File: src/common/cart_bus_cfg.svh
/*
  build constants for the cartridge slot capture. The scan timing below assumes four
  external 6-bit buffers and a pin map that is fixed by the board wiring
*/
`ifndef CART_BUS_CFG_SVH
`define CART_BUS_CFG_SVH

// one scan frame visits every buffer group once
`define CART_SCAN_STEPS     12
`define CART_MUX_GROUPS     4
`define CART_MUX_WIDTH      6

`define CART_ADDR_WIDTH     16
`define CART_DATA_WIDTH     8

// slot clock delay line length in CLK cycles
`define CART_CLOCK_DELAY    9

// address latch step, after the last address group has been filtered
`define CART_LATCH_STEP     11

// first of the two sample steps of each group window
`define CART_GRP0_STEP      1
`define CART_GRP1_STEP      4
`define CART_GRP2_STEP      7
`define CART_GRP3_STEP      10

// group 2 carries A12..A15 on bits 0..3 and the two strobes above them
`define CART_BIT_RD         4
`define CART_BIT_WR         5

// group 3 carries the slot control lines
`define CART_BIT_RFSH       0
`define CART_BIT_SLTSL      1
`define CART_BIT_MERQ       2
`define CART_BIT_IORQ       3
`define CART_BIT_RESET      4

`endif

File: src/hdl/pin_filter.sv
/*
  two-sample agreement filter. A bit only moves when two consecutive enabled samples
  agree, so a glitch shorter than one enabled sample is dropped. Resets to all ones
*/
`timescale 1ns/100ps

module pin_filter #(
    parameter type filter_t = logic
) (
    input  logic    CLK,
    input  logic    RESET_n,
    input  logic    ena,
    input  filter_t pins,
    output filter_t filtered
);

    // sample taken at the previous enabled edge
    filter_t prev;

    // bits where the new sample confirms the previous one
    filter_t agree;

    assign agree = ~(prev ^ pins);

    always_ff @(posedge CLK or negedge RESET_n) begin
        if (!RESET_n) begin
            prev     <= '1;
            filtered <= '1;
        end else if (ena) begin
            prev <= pins;
            // confirmed bits take the new value, the rest keep their output
            filtered <= (pins & agree) | (filtered & ~agree);
        end
    end

endmodule

File: src/hdl/cart_clock_edge.sv
/*
  slot clock recovery. The clock is filtered, delayed to line up with the captured bus
  and turned into a one-cycle enable. Each clock level must last at least 2 CLK cycles
*/
`timescale 1ns/100ps
`include "cart_bus_cfg.svh"

module cart_clock_edge (
    input  logic CLK,
    input  logic RESET_n,
    input  logic cart_clock,
    output logic bus_clk,
    output logic clk_en
);

    // slot clock after the agreement filter
    logic clock_filt;

    // delay line, bit 0 is the oldest sample
    logic [`CART_CLOCK_DELAY-1:0] delay_q;

    // bus_clk one cycle ago, the tail of the delay line
    logic bus_clk_q;

    pin_filter #(
        .filter_t (logic)
    ) i_clock_filter (
        .CLK      (CLK),
        .RESET_n  (RESET_n),
        .ena      (1'b1),
        .pins     (cart_clock),
        .filtered (clock_filt)
    );

    // the delay matches the clock to the address and control timing of the scan
    always_ff @(posedge CLK or negedge RESET_n) begin
        if (!RESET_n) begin
            delay_q   <= '1;
            bus_clk_q <= 1'b1;
        end else begin
            delay_q   <= {clock_filt, delay_q[`CART_CLOCK_DELAY-1:1]};
            bus_clk_q <= delay_q[0];
        end
    end

    assign bus_clk = delay_q[0];

    // registered edge so the enable is clean right out of reset
    // since the tail also resets high, no false edge is seen at start
    always_ff @(posedge CLK or negedge RESET_n) begin
        if (!RESET_n) begin
            clk_en <= 1'b0;
        end else begin
            clk_en <= bus_clk && !bus_clk_q;
        end
    end

endmodule

File: config.mk
export PLATFORM = sky130hd
export DESIGN_NAME = cart_clock_edge
export DESIGN_NICKNAME = d
export VERILOG_FILES = /design/src/hdl/pin_filter.sv /design/src/hdl/cart_clock_edge.sv
export VERILOG_INCLUDE_DIRS = /design/src /design/src/common
export SDC_FILE = /design/constraint.sdc
export NUM_CORES = 1
export LEC_CHECK = 0
export BUFFER_PORTS_ARGS = -buffer_cell sky130_fd_sc_hd__buf_4
export CAP_MARGIN = 20
export CORE_AREA = 2 2 39 41
export CTS_CLUSTER_SIZE = 20
export DETAILED_ROUTE_END_ITERATION = 6
export DIE_AREA = 0 0 41 43
export PLACE_DENSITY = 0.57
export SETUP_SLACK_MARGIN = 0.2
export SYNTH_ARGS = -nofsm -noshare
export SYNTH_HDL_FRONTEND = slang
export SYNTH_HIERARCHICAL = 1
export SYNTH_SLANG_ARGS = --single-unit
File: constraint.sdc
create_clock -name CLK -period 0.8 [get_ports CLK]
set_input_delay 0.12 -clock CLK [delete_from_list [all_inputs] [get_ports CLK]]
set_output_delay 0.12 -clock CLK [all_outputs]
set_load 0.1 [all_outputs]
==> metrics.log <==
[metrics] CTS tree: yes
[metrics] Distinct cells, synth: 8
[metrics] max capacitance violation total: 0
[metrics] Hold Path Stages: 2
[metrics] kind of launch point of the worst setup path: flop
[metrics] # H-tree levels: 1
[metrics] leakage power: 0.225 nW
[metrics] number of failing hold endpoints at the final stage: 0
[metrics] dominant cell type by area after synthesis: sky130_fd_sc_hd__dfstp_2
[metrics] DIE WIDTH: 41 um
[metrics] netlist area before placement: 392 um^2
[metrics] Arr. time, crit path: 1.07 ns
[metrics] final setup slack of the worst path: -0.395 ns
[metrics] top post-synthesis cells by area: sky130_fd_sc_hd__dfstp_2 (81%), sky130_fd_sc_hd__dfrtp_1 (6.4%), sky130_fd_sc_hd__nor2b_4 (3.5%)
[metrics] post-synthesis cell count: 19
[metrics] clock buffer depth: 2
[metrics] depth of the worst register-to-register path: 2
[metrics] dominant cell by count in the synthesized netlist: sky130_fd_sc_hd__dfstp_2
[metrics] Inserted Clock Buffers: 3
[metrics] total DRC errors in the routed layout: 0
[metrics] Die Y: 43 um
[metrics] total number of yosys warnings: 6
[metrics] area delta synth->final: 33.2%
[metrics] final global-route overflow total: 0
[metrics] mean post-synth cell area: 20.6 um^2
[metrics] effective utilization at floorplan: 28.3%
[metrics] critical path fanouts, max: 2
[metrics] clock net sink count: 13
[metrics] 1st-pass router iterations: 2
[metrics] Die Footprint: 1760 um^2
[metrics] cell count after placement: 42
[metrics] drt wl/cell: 11.6 um
[metrics] number of non-filler instances in the completed layout: 47
[metrics] number of flops mapped to enable cells by yosys: 0
[metrics] sequential share of the synthesized area: 86.9%
[metrics] pin count of the biggest net entering global routing: 14
[metrics] total wire length after detailed routing: 547 um
[metrics] Worst VDD drop: 1.08 mV
[metrics] worst slack on hold paths: 0.0976 ns
[metrics] via density per instance: 3.89
[metrics] setup_tns: -0.718 ns
[metrics] violations in the final reports: negative setup slack
[metrics] vias in the first global route: 212
[metrics] status: finished, violations left
[metrics] register clock-pin slew on the reported worst setup and hold paths: 0.07 ns
[metrics] Required @ worst endpoint: 0.68 ns
[metrics] cell with the largest stage delay on the worst path: sky130_fd_sc_hd__dfstp_4
[metrics] global-route wire length before repair: 890 um
[metrics] FF+latch count, synth: 13
[metrics] Final Critical Period: 1.19 ns
[metrics] count of antenna diodes in the layout: 0
[metrics] row cnt: 14
[metrics] cell family with the largest share of critical-path delay: flip-flops
[metrics] I/O pin count: 5
[metrics] unrepaired setup endpoints after global routing: true
[metrics] crit-path cells: buf_12
[metrics] Setup Viol. Count Final: 4
[metrics] classification of the worst-slack hold path: primary input to flop
[metrics] fin crit share: 149%
[metrics] critical path depth: 1
[metrics] combined global-route utilization of all metal layers: 8.73%
[metrics] Crit Path Class: flop to output pin
[metrics] Async S/R FF share, synth: 100%
[metrics] clock root buffer: sky130_fd_sc_hd__clkbuf_4
[metrics] number of nets in the layout: 35
[metrics] layout cells sized above 1: 71.0%
[metrics] area of the core region: 1380 um^2
[metrics] crit-path max cell delay: 0.63 ns
[metrics] upper clock frequency limit: 837 MHz
[metrics] number of DRC markers after the initial detailed-route iteration: 1
[metrics] initial antenna violation count: 0
[metrics] number of max-slew violations in the final report: 0
[metrics] power density over cell area: 2930 nW/um^2
[metrics] Via Count: 183
[metrics] endpoint class of the critical path: output pin
[metrics] number of input and output port buffers inserted: 4
[metrics] weighted congestion reported at the end of routability-driven placement: 0.548
[metrics] leading register cell type out of synthesis: sky130_fd_sc_hd__dfstp_2
[metrics] Filler Cells Inserted: 144
[metrics] fraction of post-synthesis cell area in the top cell type by area: 80.5%
[metrics] Final ANT Viol Nets: 0
[metrics] buffers plus inverters on the worst setup path: 1
[metrics] final worst clock skew: 0.00514 ns
[metrics] clock latency at the later pin of the worst-skew pair: 0.27 ns
path summary, 6_finish.rpt:
| kind | from | endpoint | slack [ns] |
|---|---|---|---|
| min in group asynchronous | RESET_n | clk_en | 0.22 |
| max in group asynchronous | RESET_n | delay_q[6] | 0.35 |
| setup / recovery | delay_q[0] | bus_clk | -0.39 |
| hold reg to reg | delay_q[3] | delay_q[2] | 0.35 |
| setup reg to reg | delay_q[0] | clk_en | -0.13 |
| hold / removal | cart_clock | flop | 0.1 |
placed cells by master (no fill, tap or decap):
master	count
sky130_fd_sc_hd__dfstp_4	1
sky130_fd_sc_hd__conb_1	3
sky130_fd_sc_hd__a21o_1	1
sky130_fd_sc_hd__a22o_1	1
sky130_fd_sc_hd__dfrtp_1	1
sky130_fd_sc_hd__nand2b_1	1
sky130_fd_sc_hd__clkbuf_4	3
sky130_fd_sc_hd__dfstp_2	11
sky130_fd_sc_hd__buf_12	2
sky130_fd_sc_hd__clkbuf_1	1
sky130_fd_sc_hd__dlygate4sd3_1	1
sky130_fd_sc_hd__mux2_2	1
sky130_fd_sc_hd__nor2b_4	1
sky130_fd_sc_hd__buf_4	3
metrics by stage:
stage	setup WS (ns)	power (mW)	area, um^2	utilization, %
detailed placement	-0.198	1.11	460	33.3
finish	-0.395	1.53	522	37.7
global placement	-0.193	1.09	460	33.3
CTS	-0.413	1.55	517	37.3
floorplan	-0.220	1.03	403	-
global route	-0.438	1.62	522	37.7
flip-flops by register name, summed over array words and instances (netlist names), named ones only:
signal,cells
i_clock_filter/prev,1
clk_en,1
delay_q,9
bus_clk_q,1
repair_timing:
action,in CTS,in global routing
resized for setup,5,1
setup buffers,0,0
pin swaps,0,0
hold buffers,1,0
endpoints found under the hold margin,13,0
endpoints found under the setup margin,6,7
cell families (layout without fill, tap and decap cells):
group           after synthesis  in the layout  share of synthesized area (%)
flops                        13             13                           86.9
buf+inv                       0             10                              0
compound gates                2              2                           4.15
mux                           1              1                           2.88
other cells                   1              3                          0.958
simple gates                  2              2                           5.11
area by class of cell:
type | instances | area [um^2] | share of cell area (%)
clock buffer | 4 | 26.3 | 5.04
sequential | 13 | 344 | 65.9
multi-input combinational | 8 | 58.8 | 11.3
tap | 16 | 20.0 | 3.84
timing repair buffer | 6 | 72.6 | 13.9
routing by layer:
metal | share of wire, % | routed length [um] | global-route usage [%]
met1 | 40 | 217 | 7.96
met2 | 51 | 281 | 12.8
met3 | 5.9 | 32 | 6.28
met4 | 2.7 | 15 | 6.00
met5 | 0 | 0 | 0
power breakdown:
group,switching [mW],internal [mW]
Sequential,0.0544,0.829
Combinational,0.154,0.109
Clock,0.188,0.193
Total,0.396,1.13
Power figures use the tool's default switching activity.
