<file path="src/common/cart_bus_cfg.svh">
/*
  build constants for the cartridge slot capture. The scan timing below assumes four
  external 6-bit buffers and a pin map that is fixed by the board wiring
*/
`ifndef CART_BUS_CFG_SVH
`define CART_BUS_CFG_SVH

// one scan frame visits every buffer group once
`define CART_SCAN_STEPS     12
`define CART_MUX_GROUPS     4
`define CART_MUX_WIDTH      6

`define CART_ADDR_WIDTH     16
`define CART_DATA_WIDTH     8

// slot clock delay line length in CLK cycles
`define CART_CLOCK_DELAY    9

// address latch step, after the last address group has been filtered
`define CART_LATCH_STEP     11

// first of the two sample steps of each group window
`define CART_GRP0_STEP      1
`define CART_GRP1_STEP      4
`define CART_GRP2_STEP      7
`define CART_GRP3_STEP      10

// group 2 carries A12..A15 on bits 0..3 and the two strobes above them
`define CART_BIT_RD         4
`define CART_BIT_WR         5

// group 3 carries the slot control lines
`define CART_BIT_RFSH       0
`define CART_BIT_SLTSL      1
`define CART_BIT_MERQ       2
`define CART_BIT_IORQ       3
`define CART_BIT_RESET      4

`endif

</file>
<file path="src/common/cart_bus_pkg.sv">
/*
  shared types of the slot bus capture, sized from the constants header
*/
`include "cart_bus_cfg.svh"

package cart_bus_pkg;

    // step counter of one scan frame, wide enough for CART_SCAN_STEPS
    typedef logic [$clog2(`CART_SCAN_STEPS)-1:0] scan_step_t;

    // chip-select code of the external buffer decoder
    typedef logic [$clog2(`CART_MUX_GROUPS)-1:0] mux_sel_t;

    // pins of one buffer group as seen on the shared inputs
    typedef logic [`CART_MUX_WIDTH-1:0] mux_group_t;

    // one sample enable per buffer group
    typedef logic [`CART_MUX_GROUPS-1:0] group_ena_t;

    // full slot address after reassembly
    typedef logic [`CART_ADDR_WIDTH-1:0] addr_t;

    // slot data byte in either direction
    typedef logic [`CART_DATA_WIDTH-1:0] data_t;

endpackage

</file>
<file path="src/hdl/pin_filter.sv">
/*
  two-sample agreement filter. A bit only moves when two consecutive enabled samples
  agree, so a glitch shorter than one enabled sample is dropped. Resets to all ones
*/
`timescale 1ns/100ps

module pin_filter #(
    parameter type filter_t = logic
) (
    input  logic    CLK,
    input  logic    RESET_n,
    input  logic    ena,
    input  filter_t pins,
    output filter_t filtered
);

    // sample taken at the previous enabled edge
    filter_t prev;

    // bits where the new sample confirms the previous one
    filter_t agree;

    assign agree = ~(prev ^ pins);

    always_ff @(posedge CLK or negedge RESET_n) begin
        if (!RESET_n) begin
            prev     <= '1;
            filtered <= '1;
        end else if (ena) begin
            prev <= pins;
            // confirmed bits take the new value, the rest keep their output
            filtered <= (pins & agree) | (filtered & ~agree);
        end
    end

endmodule

</file>
<file path="src/mux_scan/bus_signal_capture.sv">
/*
  filters the four buffer groups and rebuilds the slot address and control lines.
  Bit 5 of group 3 is a spare pin and is not mapped to any output
*/
`timescale 1ns/100ps
`include "cart_bus_cfg.svh"

module bus_signal_capture
    import cart_bus_pkg::*;
(
    input  logic       CLK,
    input  logic       RESET_n,
    input  mux_group_t cart_mux_sig,
    input  group_ena_t group_ena,
    input  scan_step_t scan_step,
    output addr_t      addr,
    output logic       rd_n,
    output logic       wr_n,
    output logic       rfsh_n,
    output logic       sltsl_n,
    output logic       merq_n,
    output logic       iorq_n,
    output logic       slot_reset_n,
    output logic       cs1_n,
    output logic       cs2_n,
    output logic       cs12_n
);

    // filtered pins of every group, held between their sample windows
    mux_group_t grp [`CART_MUX_GROUPS];

    // address straight from the filters, still moving during a frame
    addr_t addr_live;

    // address held for a whole frame
    addr_t addr_q;

    // each filter only looks at the shared pins while its own buffer is selected
    for (genvar g = 0; g < `CART_MUX_GROUPS; g++) begin : g_filter
        pin_filter #(
            .filter_t (mux_group_t)
        ) i_filter (
            .CLK      (CLK),
            .RESET_n  (RESET_n),
            .ena      (group_ena[g]),
            .pins     (cart_mux_sig),
            .filtered (grp[g])
        );
    end

    // A0..A5 in group 0, A6..A11 in group 1, A12..A15 in the low bits of group 2
    assign addr_live = {grp[2][3:0], grp[1], grp[0]};

    // loading after the control group window keeps the address in step with MERQ and IORQ
    always_ff @(posedge CLK or negedge RESET_n) begin
        if (!RESET_n) begin
            addr_q <= '1;
        end else if (scan_step == scan_step_t'(`CART_LATCH_STEP)) begin
            addr_q <= addr_live;
        end
    end

    assign addr = addr_q;

    // strobes from group 2
    assign rd_n = grp[2][`CART_BIT_RD];
    assign wr_n = grp[2][`CART_BIT_WR];

    // slot control lines from group 3
    assign rfsh_n       = grp[3][`CART_BIT_RFSH];
    assign sltsl_n      = grp[3][`CART_BIT_SLTSL];
    assign merq_n       = grp[3][`CART_BIT_MERQ];
    assign iorq_n       = grp[3][`CART_BIT_IORQ];
    assign slot_reset_n = grp[3][`CART_BIT_RESET];

    // page selects from A15..A14
    // CS1 covers 4000h..7FFFh, CS2 covers 8000h..BFFFh, CS12 covers both
    assign cs1_n  = addr_q[`CART_ADDR_WIDTH-1 -: 2] != 2'b01;
    assign cs2_n  = addr_q[`CART_ADDR_WIDTH-1 -: 2] != 2'b10;
    assign cs12_n = addr_q[`CART_ADDR_WIDTH-1] == addr_q[`CART_ADDR_WIDTH-2];

endmodule

</file>
<file path="config.mk">
export PLATFORM = sky130hd
export DESIGN_NAME = bus_signal_capture
export DESIGN_NICKNAME = d
export VERILOG_FILES = /design/src/common/cart_bus_pkg.sv /design/src/hdl/pin_filter.sv /design/src/mux_scan/bus_signal_capture.sv
export VERILOG_INCLUDE_DIRS = /design/src /design/src/common
export SDC_FILE = /design/constraint.sdc
export NUM_CORES = 1
export LEC_CHECK = 0
export ABC_AREA = 1
export BUFFER_PORTS_ARGS = -buffer_cell sky130_fd_sc_hd__buf_2
export CAP_MARGIN = 5
export CORE_AREA = 3 3 81 83
export DETAILED_ROUTE_END_ITERATION = 10
export DIE_AREA = 0 0 84 86
export GPL_TIMING_DRIVEN = 0
export PLACE_DENSITY = 0.61
export SLEW_MARGIN = 20
export SYNTH_ARGS = -nofsm -noshare
export SYNTH_HDL_FRONTEND = slang
export SYNTH_SLANG_ARGS = --single-unit
export TNS_END_PERCENT = 20
</file>
<file path="constraint.sdc">
create_clock -name CLK -period 1.8 [get_ports CLK]
set_clock_uncertainty 0.15 [all_clocks]
set_input_delay 0.18 -clock CLK [delete_from_list [all_inputs] [get_ports CLK]]
set_output_delay 0.18 -clock CLK [all_outputs]
set_load 0.02 [all_outputs]
</file>
==> out/results.txt <==
RSZ-0062 raised after global routing = no
R2R Setup Slk = 0.77 ns
cts bufs inserted = 9
Reg power frac = 53.2%
Achievable Freq = 0.588 GHz
CORE AREA = 5920 um2
power density cells = 1160 nW/um2
post-layout util = 53.3%
crit path kind = flop to primary output
placed cell count = 391
effective utilization at floorplan = 43.8%
Storage cell area = 1630 um2
Worst-path clk slew = 0.07 ns
Slew HR = 50.4%
ANT cells = 0
# Post-CTS Setup Buffers = 0
sequential fraction of the synthesis area = 62.8%
vias in the first global route = 1933
Peak VDD IR = 552 uV
Worst EP required = 1.47 ns
Setup TNS = 0 ns
Worst Tran Pin Value = 0.744 ns
# H-tree levels = 3
GPL Wtd Cong = 0.690
Final setup viols = 0
Hold Crit Depth = 4
Vias = 1986
sw power = 1.10 mW
most frequent cells in the layout = nand2_1, dfstp_2, buf_2
mapped cell area = 2590 um2
crit path buf inv count = 2
Pint = 2.57 mW
gr ovfl total = 0
max_cap viols = 0
antenna violations before repair = 0
Hold Path Class = input port to flop
worst-skew pair later-pin latency = 0.33 ns
IO Port Bufs = 40
Max Buffers Root-to-Sink = 2
commonest non-fill, non-tap cell in the layout = nand2_1
DRT iter0 DRCs = 126
Avg Cell Area, Syn = 9.40 um2
post_cts resized = 0
Die H = 86 um
top cells by area, synth = dfstp_2, nand2_1, o21ai_0, nor2_1, nand3_1
cells along the critical path = inv_1 > ha_1 > buf_2
Worst setup SP type = flop
clk sinks = 62
routed wire length = 5050 um
DRT Pass-1 Iters = 4
P&R area growth vs syn = 21.6%
Clock power frac = 27.6%
HP Start = group_ena[2]
GRT Total Usage = 15.9%
Final Hold Vio Count = 0
chip width = 84 um
CP Max Fanout = 4
CP delay by family, top = flip-flops
first-pass GRT wire length = 8850 um
Leak Pwr = 1.51 nW
Syn Nets = 294
CTS tree = yes
DIE AREA = 7220 um2
fin crit period = 1.70 ns
Ys Warns = 0
Mapped Cells = 276
Sw Share = 29.9%
Synth cell types = 16
slowest CP cell = dfstp_2
Place WS = 0.432 ns
run status = finished, final reports clean
largest net degree at the start of global routing = 63
area of the multi-input gates = 858 um2
CTS root buf = clkbuf_8
final net count = 356
total power = 3.66 mW
vias per cell = 4.77
WP data arrival = 1.37 ns
std cell rows = 28
share of the synthesized area in the top cell type = 62.8%
Critical Path Sink Type = primary output
Pins Over Slew Limit = 0
WL per Instance = 12.1 um
CP startpoint = addr[14]
Final ANT Viol Nets = 0
setup ws final = 0.0991 ns
Yosys reg bits = 62
fraction of layout cells with a size suffix above 1 = 37.8%
DRC viols = 0
part of the cycle the worst path needs = 94.5%
# IOs = 42
Final HPWL DP = 3460 um
max incr delay on CP = 0.56 ns
Logic pwr share = 19.3%
cells on worst reg2reg path = 2
non-filler cells, final = 416
top cell type by total area after synthesis = dfstp_2
fill cell count = 558
==> metal layers <==
| metal | global-route usage, % | routed length, um | vias to the layer above |
|---|---|---|---|
| met2 | 25.0 | 2350 | 43 |
| li1 | - | - | 1012 |
| met1 | 20.2 | 2360 | 926 |
| met3 | 4.71 | 267 | 5 |
| met4 | 7.89 | 73 | 0 |
| met5 | 0 | 0 | - |
==> logic make-up (layout without fill, tap and decap cells) <==
family / after synthesis / after routing / share of synthesized area (%)
buffers and inverters: 18 / 83 / 4.15
adder cells (fa/ha/maj): 2 / 2 / 0.964
AO/OA/AOI/OAI: 46 / 46 / 9.02
AND/OR/NAND/NOR: 148 / 148 / 23.1
flip-flops: 62 / 62 / 62.8
==> cells in the mapped netlist (all sizes together) <==
master,n
nand2,108
dfstp,62
o21ai,46
nor2,24
nand3,16
inv,10
buf,7
ha,2
clkbuf,1
==> area by class of cell <==
type                       count  share of cell area [%]
buffer                         8                    2.22
sequential                    62                    51.6
timing repair buffer          51                    9.91
tap                           75                    2.97
inverter                      10                    1.19
multi-input combinational    196                    27.2
clock buffer                  12                    4.60
clock inverter                 2                   0.317
==> through the flow <==
step | hold WS [ns] | instance area, um2
after floorplan | -0.118 | 2590
after global routing | 0.0511 | 3160
after detailed placement | 0.276 | 2890
after CTS | 0.0263 | 3160
final | 0.0371 | 3160
after global placement | 0.260 | 2890
==> tightest hold or removal path, delay by kind of cell <==
kind            cells  cell delay [ns]
buf+inv             2             0.13
compound gates      2             0.20
==> power by group through the flow <==
stage	Combinational (mW)	Sequential, mW	Clock (mW)
3_3_place_gp	0.681	1.96	0
6_report	0.706	1.95	1.01
5_1_grt	0.807	1.99	1.11
4_1_cts	0.724	1.95	1.04
2_1_floorplan	0.307	2.09	0
3_5_place_dp	0.706	1.97	0
==> what timing repair did <==
item                                    CTS  global route
hold endpoints to repair                 34             0
hold buffers                             11             0
endpoints found under the setup margin    0             0
==> worst max path at each step <==
stage | end | slack, ns | cells past startpoint
after floorplan | cs12_n | 0.46 | 2
after global placement | cs12_n | 0.47 | 3
after detailed placement | cs12_n | 0.43 | 3
after CTS | cs12_n | 0.07 | 3
after global routing | cs12_n | 0.02 | 3
final | cs12_n | 0.1 | 3
Note: power is estimated with default switching activity, not from simulation.
