`src/common/cart_bus_cfg.svh`:
```
/*
  build constants for the cartridge slot capture. The scan timing below assumes four
  external 6-bit buffers and a pin map that is fixed by the board wiring
*/
`ifndef CART_BUS_CFG_SVH
`define CART_BUS_CFG_SVH

// one scan frame visits every buffer group once
`define CART_SCAN_STEPS     12
`define CART_MUX_GROUPS     4
`define CART_MUX_WIDTH      6

`define CART_ADDR_WIDTH     16
`define CART_DATA_WIDTH     8

// slot clock delay line length in CLK cycles
`define CART_CLOCK_DELAY    9

// address latch step, after the last address group has been filtered
`define CART_LATCH_STEP     11

// first of the two sample steps of each group window
`define CART_GRP0_STEP      1
`define CART_GRP1_STEP      4
`define CART_GRP2_STEP      7
`define CART_GRP3_STEP      10

// group 2 carries A12..A15 on bits 0..3 and the two strobes above them
`define CART_BIT_RD         4
`define CART_BIT_WR         5

// group 3 carries the slot control lines
`define CART_BIT_RFSH       0
`define CART_BIT_SLTSL      1
`define CART_BIT_MERQ       2
`define CART_BIT_IORQ       3
`define CART_BIT_RESET      4

`endif

```
`src/common/cart_bus_pkg.sv`:
```
/*
  shared types of the slot bus capture, sized from the constants header
*/
`include "cart_bus_cfg.svh"

package cart_bus_pkg;

    // step counter of one scan frame, wide enough for CART_SCAN_STEPS
    typedef logic [$clog2(`CART_SCAN_STEPS)-1:0] scan_step_t;

    // chip-select code of the external buffer decoder
    typedef logic [$clog2(`CART_MUX_GROUPS)-1:0] mux_sel_t;

    // pins of one buffer group as seen on the shared inputs
    typedef logic [`CART_MUX_WIDTH-1:0] mux_group_t;

    // one sample enable per buffer group
    typedef logic [`CART_MUX_GROUPS-1:0] group_ena_t;

    // full slot address after reassembly
    typedef logic [`CART_ADDR_WIDTH-1:0] addr_t;

    // slot data byte in either direction
    typedef logic [`CART_DATA_WIDTH-1:0] data_t;

endpackage

```
`src/mux_scan/mux_scanner.sv`:
```
/*
  12-step scan of the four slot buffers. The select changes on the falling edge and each
  group is selected one cycle before its two sample steps, so the buffers can settle
*/
`timescale 1ns/100ps
`include "cart_bus_cfg.svh"

module mux_scanner
    import cart_bus_pkg::*;
(
    input  logic       CLK,
    input  logic       RESET_n,
    output mux_sel_t   cart_mux_cs,
    output group_ena_t group_ena,
    output scan_step_t scan_step
);

    localparam scan_step_t LAST_STEP = scan_step_t'(`CART_SCAN_STEPS - 1);

    // sample step counter on the rising edge
    scan_step_t step_in;

    // select step counter on the falling edge
    scan_step_t step_sel;

    // holds the falling-edge logic cleared until the first rising edge after reset
    logic sel_run;

    // buffer select code for one step of the select counter
    function automatic mux_sel_t sel_code(input scan_step_t step);
        mux_sel_t code;
        case (step)
            4'd1, 4'd2, 4'd3: code = 2'd1;
            4'd4, 4'd5, 4'd6: code = 2'd2;
            4'd7, 4'd8, 4'd9: code = 2'd3;
            default:          code = 2'd0;
        endcase
        return code;
    endfunction

    // true on the two sample steps that start at first
    function automatic logic in_window(input scan_step_t step, input int first);
        return (step == scan_step_t'(first)) || (step == scan_step_t'(first + 1));
    endfunction

    always_ff @(posedge CLK or negedge RESET_n) begin
        if (!RESET_n) begin
            step_in <= '0;
        end else if (step_in == LAST_STEP) begin
            step_in <= '0;
        end else begin
            step_in <= step_in + 1'b1;
        end
    end

    always_ff @(posedge CLK or negedge RESET_n) begin
        if (!RESET_n) begin
            sel_run <= 1'b0;
        end else begin
            sel_run <= 1'b1;
        end
    end

    // the select counter starts at the last step, so at every sampling edge it trails
    // the sample counter by two and the group select is already stable for one cycle
    always_ff @(negedge CLK or negedge sel_run) begin
        if (!sel_run) begin
            step_sel    <= LAST_STEP;
            cart_mux_cs <= '0;
        end else begin
            cart_mux_cs <= sel_code(step_sel);
            if (step_sel == LAST_STEP) begin
                step_sel <= '0;
            end else begin
                step_sel <= step_sel + 1'b1;
            end
        end
    end

    // two sample steps per group, at the end of its select period
    assign group_ena[0] = in_window(step_in, `CART_GRP0_STEP);
    assign group_ena[1] = in_window(step_in, `CART_GRP1_STEP);
    assign group_ena[2] = in_window(step_in, `CART_GRP2_STEP);
    assign group_ena[3] = in_window(step_in, `CART_GRP3_STEP);

    // the capture block latches the address on one of these steps
    assign scan_step = step_in;

endmodule

```
`config.mk`:
```
export PLATFORM = sky130hd
export DESIGN_NAME = mux_scanner
export DESIGN_NICKNAME = d
export VERILOG_FILES = /design/src/common/cart_bus_pkg.sv /design/src/mux_scan/mux_scanner.sv
export VERILOG_INCLUDE_DIRS = /design/src /design/src/common
export SDC_FILE = /design/constraint.sdc
export NUM_CORES = 1
export LEC_CHECK = 0
export CORE_AREA = 2 2 39 41
export CTS_CLUSTER_DIAMETER = 80
export CTS_CLUSTER_SIZE = 30
export DETAILED_ROUTE_END_ITERATION = 8
export DIE_AREA = 0 0 41 43
export DONT_BUFFER_PORTS = 1
export PLACE_DENSITY_LB_ADDON = 0.1
export SLEW_MARGIN = 30
export SYNTH_ARGS = -nofsm -noshare
export SYNTH_HDL_FRONTEND = slang
export SYNTH_SLANG_ARGS = --single-unit
```
`constraint.sdc`:
```
create_clock -name CLK -period 2.65 [get_ports CLK]
set_clock_uncertainty 0.1 [all_clocks]
set_input_delay 0.53 -clock CLK [delete_from_list [all_inputs] [get_ports CLK]]
set_output_delay 0.53 -clock CLK [all_outputs]
set_load 0.01 [all_outputs]
```
==> summary by stage <==
Outcome
The flow ran to the end, but the final reports show violations. The checks that failed: setup timing.

Routing
In the final routed layout, each cell accounts on average for 12.77 um. The length of the first detailed-routing pass in iterations is 2. The number of remaining DRC errors is 0. The post-detailed-route count of antenna-violating nets is 0. For this block, the initial DRC count from the detailed router was 3. The total wirelength of the detailed-routed design is 945 um. The via-per-instance ratio is 5.081. The via count is 376.

Synthesis
The number of nets handed over by synthesis was 59. The register area share after synthesis is 0.4934. The number of register bits inferred by synthesis is 11. Ranked by total cell area, the synthesized netlist is headed by dfrtp_1, dfstp_2, dfrtn_1, ha_1, inv_1. The area share of the largest cell type after synthesis is 0.2212. After synthesis, the mean cell area works out to 11.09 um^2. Summing every instance area after synthesis gives 565.5 um^2.

The count of cell types in the netlist is 23. The gate count after technology mapping is 51. The most area-hungry cell type in the Yosys netlist is dfrtp_1. The Yosys step of the flow raised 0 warnings.

STA
Setup violations remaining at the end of the flow were counted as 2. Setup repair after global routing could not meet its margin everywhere. The worst setup slack after layout is -0.02170 ns. The max-slew violation count is 0. Hold is met by 0.4330 ns.

The number of hold violations in the final report is 0.

Worst setup path
In this run the worst path has a maximum fanout of 1. The kind of end point of the critical path is a primary output. The critical path ends at cart_mux_cs[1]. In this run the number of cells on the critical path is 0. By startpoint and endpoint, the worst setup path is classified as register to primary output. STA puts the critical path data required time at 2.02 ns. STA puts the critical path data arrival time at 2.04 ns. The setup slack on the worst flop-to-flop path is 0.93 ns. The start point of the critical path is cart_mux_cs[1]$_DFF_NN0_. The startpoint of the worst register-to-register path is sel_run$_DFF_PN0_. For the worst flop-to-flop path, the logic depth is 0. The end of the worst register-to-register path is step_sel[1]$_DFF_NN1_.

STA classifies the critical path startpoint as a register.

Finish
The count of fill cells added during filler insertion is 136. The final layout contains 67 nets. The layout cell share with drive strength beyond 1 is 0.1207. The antenna diode instance count is 0. Compared with the post-synthesis result, the final layout area differs by 11.28%.

Global routing
The via count of the first global-routing pass is 388. For this run the aggregate overflow at the end of global routing stands at 0. The overall fraction of global-route tracks in use is 0.1469. The number of antenna violations at the first check in global routing was 0.

The first global-routing pass estimated 1683 um of wire. The largest net degree at the start of global routing is 9.

CTS
The clock edge transition at the registers on the reported setup and hold paths is 0.05 ns. In this run the deepest clock path goes through 2 buffers. The H-tree level count is 1. CTS saw 11 sinks.

Once the clock tree was built, the setup fixing pass inserted 0 buffers. The number of CTS-inserted buffers is 3. The TritonCTS clock tree is yes. Clock latency on the worst-skew pair, taken at its later pin, is 0.32 ns.

Once the clock tree was built, the resizer swapped 0 gates to a different size. The tree is rooted in a clkbuf_4.

Power and ir drop
The worst voltage drop across the vdd grid is 0.2540 mV. The ratio of total power to cell area is 476.9 nW/um^2. The leakage power total is 0.0002993 uW.

Floorplan
The vertical die dimension is 43 um. The initial cell density of the core is 0.4087. The number of placement rows is 14.

The die covers 1763 um^2. Pin placement for this block handled 12 I/O pins. The die is 41 um wide. The total core area is 1384 um^2.

Placement
At the placement stage, the worst setup path has a slack of 0.2705 ns. After legalization and detailed placement, the total HPWL measured 743.5 um. The congestion estimate from routability-driven global placement came to 0.7108. The number of I/O port buffers is 0.

Run
The number of maximum-capacitance violations is 0.

Worst hold path
The class of the worst hold path is register to register.
area by class of cell:
cell class                      count  area [um^2]  share of cell area
Tap cell                           16        20.02             0.03181
Inverter                            6        22.52             0.03579
Timing Repair Buffer                1        10.01             0.01590
Sequential cell                    11        279.0              0.4433
Multi-Input combinational cell     33        260.3              0.4135
Clock inverter                      3        11.26             0.01789
Clock buffer                        4        26.28             0.04175
worst min-delay path by stage:
stage	endpoint	slack (ns)	cells past startpoint	startpoint
detailed placement	scan_step[3]$_DFF_PN0_	0.13	0	RESET_n
global placement	scan_step[3]$_DFF_PN0_	0.13	0	RESET_n
floorplan	scan_step[0]$_DFF_PN0_	0.13	0	RESET_n
global route	scan_step[1]$_DFF_PN0_	0.45	1	RESET_n
finish	cart_mux_cs[1]$_DFF_NN0_	0.43	1	step_sel[3]$_DFF_NN1_
CTS	cart_mux_cs[1]$_DFF_NN0_	0.43	1	step_sel[3]$_DFF_NN1_
metal layers:
layer  global-route usage  part of all wire  vias up  wire (um)
met3              0.06283             0.036        0         34
li1                     -                 -      186          -
met1               0.1966              0.47      183        440
met2               0.1938              0.50        7        471
met4              0.08000                 0        0          0
met5                    0                 0        -          0
power by group:
group / leakage, uW / total, uW / switching, uW / internal, uW
clock: 0.0000310 / 127 / 62.7 / 64.0
combinational: 0.000131 / 2.47 / 1.45 / 1.02
sequential: 0.000137 / 171 / 1.57 / 169
total: 0.000299 / 300 / 65.7 / 234
cells in the mapped netlist, drive strengths merged:
master  count
a21oi       1
a221o       1
a22o        1
a31oi       1
and2        2
and4b       1
conb        1
dfrtn       3
dfrtp       5
dfstp       3
ha          6
inv         7
mux2        1
nand2       2
nand2b      1
nand4b      1
nor2        1
nor2b       4
o21a        3
o21ai       2
o221ai      1
o31ai       1
or3b        2
cell usage in the layout (no fill, tap or decap), types with 2 or more instances in the layout:
master,n
o21ai_0,2
nand2_1,2
dfrtn_1,3
dfstp_2,3
o21a_1,3
and2_1,2
clkbuf_4,3
nor2b_1,4
or3b_1,2
dfrtp_1,5
inv_1,9
ha_1,6
registers in the layout, indices dropped and copies added, names as in the netlist:
| signal | flops |
|---|---|
| sel_run | 1 |
| scan_step | 4 |
| step_sel | 4 |
| cart_mux_cs | 2 |
cells by family (layout without fill, tap and decap cells):
family / after synthesis / in the layout / share of synthesized area
buffers and inverters: 7 / 14 / 0.04647
muxes: 1 / 1 / 0.01991
adders and majority gates: 6 / 6 / 0.1327
other: 1 / 1 / 0.006631
AOI/OAI and AO/OA: 11 / 11 / 0.1394
and+or+nand+nor: 14 / 14 / 0.1615
DFF: 11 / 11 / 0.4934
through the flow:
stage | std cells | setup TNS (ns) | instance area [um^2] | power [uW] | utilization
4_1_cts | 74 | -0.06208 | 629.4 | 306.6 | 0.4548
2_1_floorplan | 51 | 0 | 565.5 | 182.9 | -
3_5_place_dp | 67 | 0 | 585.6 | 183.4 | 0.4231
5_1_grt | 74 | -0.1071 | 629.4 | 318.8 | 0.4548
3_3_place_gp | 67 | 0 | 585.6 | 183.3 | 0.4231
6_report | 74 | -0.03914 | 629.4 | 300.2 | 0.4548
repair_timing:
action                     CTS  global route
hold endpoints to repair     5             0
cloned                       0             0
setup endpoints to repair    2             2
hold buffers                 1             0
Note: power is estimated with default switching activity, not from simulation.
